File: config.mk
export PLATFORM = sky130hd
export DESIGN_NAME = router
export DESIGN_NICKNAME = d
export VERILOG_FILES = /design/src/verilog/noc_pkg.sv /design/src/verilog/route_if.sv /design/src/verilog/input_port.sv /design/src/verilog/output_port.sv /design/src/verilog/router.sv /design/src/verilog/switch_allocator.sv
export VERILOG_INCLUDE_DIRS = /design/src /design/src/verilog
export SDC_FILE = /design/constraint.sdc
export NUM_CORES = 1
export LEC_CHECK = 0
export ABC_AREA = 1
export BUFFER_PORTS_ARGS = -buffer_cell sky130_fd_sc_hd__buf_4
export CAP_MARGIN = 5
export CELL_PAD_IN_SITES_DETAIL_PLACEMENT = 2
export CELL_PAD_IN_SITES_GLOBAL_PLACEMENT = 2
export CORE_UTILIZATION = 35
export CTS_CLUSTER_SIZE = 28
export DETAILED_ROUTE_END_ITERATION = 8
export PLACE_DENSITY = 0.81
export SLEW_MARGIN = 20
export SYNTH_ARGS = -nofsm -noshare
export SYNTH_HDL_FRONTEND = slang
export SYNTH_SLANG_ARGS = --single-unit
File: constraint.sdc
create_clock -name clk -period 9 [get_ports clk]
set_input_delay 1.35 -clock clk [delete_from_list [all_inputs] [get_ports clk]]
set_output_delay 1.35 -clock clk [all_outputs]
set_load 0.05 [all_outputs]
File: src/verilog/noc_defs.svh
`ifndef NOC_DEFS_SVH
`define NOC_DEFS_SVH

// flit geometry
`define FLIT_WIDTH 32
`define COORD_WIDTH 2
`define DEST_MSB 31 // x_dest sits on top, y_dest right below

`define NUM_PORTS 5

// port order used by every per-port array
`define PORT_PE 0
`define PORT_EAST 1
`define PORT_WEST 2
`define PORT_NORTH 3
`define PORT_SOUTH 4

`endif

File: src/verilog/noc_pkg.sv
`default_nettype none

`include "noc_defs.svh"

package noc_pkg;

  typedef struct packed {
    logic [`COORD_WIDTH-1:0] x_dest;
    logic [`COORD_WIDTH-1:0] y_dest;
    logic [`DEST_MSB-2*`COORD_WIDTH:0] payload;
  } flit_hdr_t;

  // same 32 bits, seen as a channel word or as a routed header
  typedef union packed {
    logic [`FLIT_WIDTH-1:0] raw;
    flit_hdr_t hdr;
  } flit_u;

endpackage

`default_nettype wire

File: src/verilog/route_if.sv
`timescale 1ns/1ns
`default_nettype none

`include "noc_defs.svh"

interface route_if;
  import noc_pkg::*;

  logic valid; // buffer holds a flit
  logic [`NUM_PORTS-1:0] dest; // one-hot output choice
  flit_u flit;
  logic taken; // flit moved to an output

  modport buffer (
    output valid, dest, flit,
    input  taken
  );

  modport alloc (
    input  valid, dest, flit,
    output taken
  );

endinterface

`default_nettype wire

File: src/verilog/input_port.sv
`timescale 1ns/1ns
`default_nettype none

`include "noc_defs.svh"

module input_port #(
  parameter logic [`COORD_WIDTH-1:0] X_LOCATION = 2'd0,
  parameter logic [`COORD_WIDTH-1:0] Y_LOCATION = 2'd0
) (
  input  logic clk,
  input  logic reset,
  input  logic in_req,
  input  noc_pkg::flit_u in_data,
  output logic in_ack,
  route_if.buffer rt
);
  import noc_pkg::*;

  flit_u buf_flit;
  logic buf_full;
  logic accept;
  logic [`NUM_PORTS-1:0] dest;

  // new flit only once the previous handshake has returned to zero
  assign accept = in_req && !in_ack && !buf_full;

  always_ff @(posedge clk) begin
    if (reset) begin
      in_ack <= 1'b0;
      buf_full <= 1'b0;
    end else begin
      if (accept) begin
        in_ack <= 1'b1;
        buf_full <= 1'b1;
      end else begin
        if (!in_req) begin
          in_ack <= 1'b0; // return to zero
        end
        if (rt.taken) begin
          buf_full <= 1'b0;
        end
      end
    end
  end

  always_ff @(posedge clk) begin
    if (accept) begin
      buf_flit <= in_data;
    end
  end

  // dimension-order routing, column first
  always_comb begin
    dest = '0;
    if (buf_flit.hdr.x_dest == X_LOCATION && buf_flit.hdr.y_dest == Y_LOCATION) begin
      dest[`PORT_PE] = 1'b1;
    end else if (buf_flit.hdr.x_dest > X_LOCATION) begin
      dest[`PORT_EAST] = 1'b1;
    end else if (buf_flit.hdr.x_dest < X_LOCATION) begin
      dest[`PORT_WEST] = 1'b1;
    end else if (buf_flit.hdr.y_dest > Y_LOCATION) begin
      dest[`PORT_NORTH] = 1'b1;
    end else begin
      dest[`PORT_SOUTH] = 1'b1; // column matches, row below
    end
  end

  assign rt.valid = buf_full;
  assign rt.dest = dest;
  assign rt.flit = buf_flit;

  a_dest_onehot: assert property (
    @(posedge clk) disable iff (reset) rt.valid |-> $onehot(rt.dest)
  );

  // allocator must only take a flit that is really here, and only once
  a_taken_valid: assert property (
    @(posedge clk) disable iff (reset) rt.taken |-> rt.valid ##1 !rt.valid
  );

endmodule

`default_nettype wire

File: src/verilog/output_port.sv
`timescale 1ns/1ns
`default_nettype none

module output_port (
  input  logic clk,
  input  logic reset,
  input  logic load,
  input  noc_pkg::flit_u flit,
  output logic busy,
  output logic out_req,
  output noc_pkg::flit_u out_data,
  input  logic out_ack
);

  always_ff @(posedge clk) begin
    if (reset) begin
      busy <= 1'b0;
      out_req <= 1'b0;
    end else begin
      if (load) begin
        busy <= 1'b1;
        out_req <= 1'b1;
      end else if (out_req && out_ack) begin
        out_req <= 1'b0;
      end else if (busy && !out_req && !out_ack) begin
        busy <= 1'b0; // receiver back to idle
      end
    end
  end

  always_ff @(posedge clk) begin
    if (load) begin
      out_data <= flit;
    end
  end

  a_data_stable: assert property (
    @(posedge clk) disable iff (reset) out_req && $past(out_req) |-> $stable(out_data)
  );

  // allocator must respect back-pressure
  a_load_idle: assert property (
    @(posedge clk) disable iff (reset) load |-> !busy && !out_req
  );

endmodule

`default_nettype wire

File: src/verilog/router.sv
`timescale 1ns/1ns
`default_nettype none

`include "noc_defs.svh"

module router #(
  parameter logic [`COORD_WIDTH-1:0] X_LOCATION = 2'd0,
  parameter logic [`COORD_WIDTH-1:0] Y_LOCATION = 2'd0
) (
  input  logic clk,
  input  logic reset,
  input  logic [`NUM_PORTS-1:0] in_req,
  input  logic [`FLIT_WIDTH-1:0] in_data [`NUM_PORTS], // PE, E, W, N, S
  output logic [`NUM_PORTS-1:0] in_ack,
  output logic [`NUM_PORTS-1:0] out_req,
  output logic [`FLIT_WIDTH-1:0] out_data [`NUM_PORTS],
  input  logic [`NUM_PORTS-1:0] out_ack
);
  import noc_pkg::*;

  route_if rt [`NUM_PORTS] ();

  logic [`NUM_PORTS-1:0] load;
  logic [`NUM_PORTS-1:0] busy;
  flit_u out_flit [`NUM_PORTS];

  for (genvar p = 0; p < `NUM_PORTS; p++) begin : g_port
    input_port #(
      .X_LOCATION(X_LOCATION),
      .Y_LOCATION(Y_LOCATION)
    ) u_input_port (
      .clk(clk),
      .reset(reset),
      .in_req(in_req[p]),
      .in_data(in_data[p]),
      .in_ack(in_ack[p]),
      .rt(rt[p])
    );

    output_port u_output_port (
      .clk(clk),
      .reset(reset),
      .load(load[p]),
      .flit(out_flit[p]),
      .busy(busy[p]),
      .out_req(out_req[p]),
      .out_data(out_data[p]),
      .out_ack(out_ack[p])
    );
  end

  switch_allocator u_switch_allocator (
    .clk(clk),
    .reset(reset),
    .rt(rt),
    .busy(busy),
    .load(load),
    .out_flit(out_flit)
  );

endmodule

`default_nettype wire

File: src/verilog/switch_allocator.sv
`timescale 1ns/1ns
`default_nettype none

`include "noc_defs.svh"

module switch_allocator (
  input  logic clk,
  input  logic reset,
  route_if.alloc rt [`NUM_PORTS],
  input  logic [`NUM_PORTS-1:0] busy,
  output logic [`NUM_PORTS-1:0] load,
  output noc_pkg::flit_u out_flit [`NUM_PORTS]
);
  import noc_pkg::*;

  localparam int PTR_W = $clog2(`NUM_PORTS);

  logic [`NUM_PORTS-1:0] req_valid;
  logic [`NUM_PORTS-1:0] req_dest [`NUM_PORTS];
  flit_u in_flit [`NUM_PORTS];
  logic [`NUM_PORTS-1:0] taken;
  logic [`NUM_PORTS-1:0] taken_next;
  logic [`NUM_PORTS-1:0] load_next;
  logic [`NUM_PORTS-1:0] req [`NUM_PORTS]; // per output, by input
  logic [`NUM_PORTS-1:0] gnt [`NUM_PORTS];
  logic [PTR_W-1:0] ptr [`NUM_PORTS];
  logic [PTR_W-1:0] ptr_next [`NUM_PORTS];
  flit_u sel_flit [`NUM_PORTS];

  for (genvar i = 0; i < `NUM_PORTS; i++) begin : g_in
    assign req_valid[i] = rt[i].valid;
    assign req_dest[i] = rt[i].dest;
    assign in_flit[i] = rt[i].flit;
    assign rt[i].taken = taken[i];
  end

  // first requester at or after the pointer, wrapping around
  function automatic logic [`NUM_PORTS-1:0] rr_pick(input logic [`NUM_PORTS-1:0] r,
                                                    input logic [PTR_W-1:0] p);
    logic [`NUM_PORTS-1:0] g;
    logic found;
    int idx;
    g = '0;
    found = 1'b0;
    for (int k = 0; k < `NUM_PORTS; k++) begin
      idx = (int'(p) + k) % `NUM_PORTS;
      if (!found && r[idx]) begin
        g[idx] = 1'b1;
        found = 1'b1;
      end
    end
    return g;
  endfunction

  always_comb begin
    taken_next = '0;
    for (int o = 0; o < `NUM_PORTS; o++) begin
      for (int i = 0; i < `NUM_PORTS; i++) begin
        req[o][i] = req_valid[i] && !taken[i] && req_dest[i][o]; // skip flits already moved
      end
      gnt[o] = (busy[o] || load[o]) ? '0 : rr_pick(req[o], ptr[o]);
      load_next[o] = |gnt[o];
      taken_next = taken_next | gnt[o];
      sel_flit[o] = '0;
      ptr_next[o] = ptr[o];
      for (int i = 0; i < `NUM_PORTS; i++) begin
        if (gnt[o][i]) begin
          sel_flit[o] = in_flit[i];
          ptr_next[o] = PTR_W'((i + 1) % `NUM_PORTS);
        end
      end
    end
  end

  always_ff @(posedge clk) begin
    if (reset) begin
      load <= '0;
      taken <= '0;
      for (int o = 0; o < `NUM_PORTS; o++) begin
        ptr[o] <= '0;
      end
    end else begin
      load <= load_next;
      taken <= taken_next;
      ptr <= ptr_next;
    end
  end

  always_ff @(posedge clk) begin
    for (int o = 0; o < `NUM_PORTS; o++) begin
      if (load_next[o]) begin
        out_flit[o] <= sel_flit[o];
      end
    end
  end

  // each active output moves exactly one input, and no input goes twice
  a_grant_onehot: assert property (
    @(posedge clk) disable iff (reset) $countones(taken_next) == $countones(load_next)
  );

endmodule

`default_nettype wire
==> flow_metrics.env <==
export IMPL_post_cts_repair_setup_buffers=0
export IMPL_worstSkewPairLatency_ns=0.60
export IMPL_synthCells=2549
export IMPL_cts_path_max_buffers=3
export IMPL_first_global_vias=22300
export IMPL_synth_ff_latch_count=385
export IMPL_drcViolationCount=0
export IMPL_gp_routability_congestion=0.867
export IMPL_outcome="finished clean"
export IMPL_synth_warnings=0
export IMPL_grt_start_max_net_pins=73
export IMPL_drt_wl_total_um=95600
export IMPL_cts_root_buf="clkbuf_16"
export IMPL_timing_max_cap_violations=0
export IMPL_n_fill_cell=6990
export IMPL_wire_length_of_the_first_global_routing_pass_um=140000
export IMPL_ys_types=63
export IMPL_initial_utilization=0.354
export IMPL_grt_util_all_layers=0.291
export IMPL_synth_edff_count=352
export IMPL_count_of_pins_on_the_block_boundary=342
export IMPL_detailed_placement_wirelength_estimate_um=63600
export IMPL_netlist_top_cell_by_area="edfxtp_1"
export IMPL_die_area_mm2=0.0648
export IMPL_grt_remaining_overflow=0
export IMPL_finalSetupViolations=0
export IMPL_top_area_cell_type_share_of_the_netlist_area=0.474
export IMPL_worst_r2r_setup_slack_ns=2.25
export IMPL_place_port_buffers=273
export IMPL_nNetsFinal=3074
export IMPL_tightest_slew_ns=1.07
export IMPL_path_clk_slew_ns=0.06
export IMPL_final_min_clock_period_ns=6.75
export IMPL_detail_route_vias_per_cell=5.46
export IMPL_floorplan_core_area_mm2=0.0631
export IMPL_die_x_um=254
export IMPL_r2r_start="u_switch_allocator.ptr[10]"
export IMPL_std_cell_rows=92
export IMPL_syn_area_mm2=0.0223
export IMPL_final_min_period_over_clock_period=0.750
export IMPL_finClkSkew_ns=0.0518
export IMPL_critPathMaxFanout=33
export IMPL_die_height_um=254
export IMPL_max_freq_mhz=148
export IMPL_hold_removal_path_class="register to register"
export IMPL_r2r_end="u_switch_allocator.out_flit[120]"
export IMPL_crit_start="u_switch_allocator.ptr[10]"
export IMPL_antenna_left=0
export IMPL_timing_hold_violations_final=0
export IMPL_cp_endpoint="u_switch_allocator.out_flit[120]"
export IMPL_setup_ws_ns=2.25
export IMPL_timing_setup_critical_path_class="register to register"
export IMPL_final_max_slew_viol_count=0
export IMPL_unrepaired_setup_endpoints_after_global_routing="no"
export IMPL_drt_pre_antenna_iters=5
export IMPL_cts_repair_resize_count=0
export IMPL_critical_path_required_ns=9.19
export IMPL_tritoncts="built"
export IMPL_dominantRegCellSynth="edfxtp_1"
export IMPL_timing_setup_tns_ns=0
export IMPL_cts_sinks=385
export IMPL_core_utilization_of_the_finished_layout=0.418
export IMPL_start_kind="register"
export IMPL_cts_hold_buf=0
export IMPL_post_detailed_route_wirelength_per_cell_um=25.8
export IMPL_worstPathArrival_ns=6.94
export IMPL_relative_slew_slack=0.286
export IMPL_cts_made_buffers=43
export IMPL_syn_area_per_cell_um2=8.75
export IMPL_areaGrowthSynthToFinish_pct=18.2
export IMPL_ys_top_cells_by_count="nand2_1 (643), edfxtp_1 (352), nand3_1 (330), inv_1 (261), nor2_1 (213)"
export IMPL_synth_yosys_seq_area_share=0.503
export IMPL_yosys_cell_count_top_type="nand2_1"
export IMPL_drive_gt1_frac=0.179
export IMPL_asyncSetResetFlopFracSynth=0
export IMPL_htree_levels=2
export IMPL_antenna_violations_before_repair=5
export IMPL_critPathMostFrequentCell="nand2_1"
export IMPL_crit_slowest_cell="inv_2"
export IMPL_ys_top_cells_by_area="edfxtp_1 (47%), nand2_1 (11%), nand3_1 (7.4%), ha_1 (4.9%), inv_1 (4.4%)"
export IMPL_rr_worst_depth=28
export IMPL_crit_end_category="register"
export IMPL_dp_slack_ns=2.21
export IMPL_via_count=20200
export IMPL_detail_route_iter0_violations=1361
export IMPL_cp_slowest_stage_delay_ns=0.78
metrics by stage:
step	hold slack [ns]	cells	instance area, um2
2_1_floorplan	0.400	2620	22600
3_3_place_gp	0.401	3616	24900
3_5_place_dp	0.405	3616	24900
4_1_cts	0.411	3694	26400
5_1_grt	0.421	3698	26400
6_report	0.414	3700	26400
cell usage in the layout (no fill, tap or decap), drive strengths merged, types with 2 or more instances in the layout:
cell	n
a21boi	4
a21oi	86
a31oi	6
buf	297
bufinv	8
clkbuf	53
clkinv	21
clkinvlp	2
conb	72
dfxtp	33
diode	6
edfxtp	352
ha	87
inv	280
nand2	684
nand3	352
nand3b	5
nand4	71
nor2	226
nor3	34
nor3b	2
nor4	3
o211ai	6
o21a	4
o21ai	111
o21bai	3
o221ai	2
o22ai	4
o31ai	3
or2	8
xor2	20
cell type report:
class	count	area, um2	share of cell area
tap	846	1060	0.0401
timing repair buffer	297	2230	0.0845
clock buffer	53	1130	0.0430
multi-input combinational	1802	9270	0.351
antenna	6	15.0	0.000569
clock inverter	25	328	0.0124
sequential	385	11200	0.426
inverter	286	1110	0.0421
worst min-delay path by stage:
stage                                                 from                              endpoint  slack (ns)  depth (start not counted)
after detailed placement  u_switch_allocator.out_flit[148]  g_port[0].u_output_port.out_data[20]        0.41                          0
after global routing       u_switch_allocator.out_flit[37]   g_port[3].u_output_port.out_data[5]        0.42                          0
after floorplan           u_switch_allocator.out_flit[128]   g_port[0].u_output_port.out_data[0]        0.40                          0
after global placement     u_switch_allocator.out_flit[63]  g_port[3].u_output_port.out_data[31]        0.40                          0
after CTS                 u_switch_allocator.out_flit[102]   g_port[1].u_output_port.out_data[6]        0.41                          0
final                     u_switch_allocator.out_flit[102]   g_port[1].u_output_port.out_data[6]        0.41                          0
flip-flops by register name, summed over array words and instances, names as in the netlist, 5 cells and up:
name                           cells
g_port.u_input_port.in_ack         5
u_switch_allocator.ptr             9
g_port.u_output_port.out_data     96
g_port.u_input_port.rt.flit      160
u_switch_allocator.out_flit       96
g_port.u_input_port.rt.valid       5
u_switch_allocator.taken           5
critical path, delay by kind of cell, from the launching register on:
kind | cells | cell delay [ns]
fa+ha+maj | 3 | 1.11
xor+xnor | 1 | 0.38
simple gates | 20 | 2.26
buf+inv | 4 | 1.92
flops | 1 | 0.64
layer usage:
layer,vias up,global-route usage,wire length (um)
met2,756,0.508,47700
met1,10300,0.361,38600
li1,8957,-,-
met5,-,0,0
met3,222,0.0376,5440
met4,0,0.121,3850
kinds of logic (layout without fill, tap and decap cells):
logic type	Yosys count	count (layout)	share of synthesized area
compound gates	237	237	0.0628
flops	385	385	0.503
buf+inv	433	661	0.0954
other cells	1	78	0.000168
simple gates	1386	1386	0.281
xor+xnor	20	20	0.00852
fa+ha+maj	87	87	0.0488
Power is left out: the tool's default activity adds up to more than one toggle a clock period on the data nets, which glitch-free logic cannot reach.
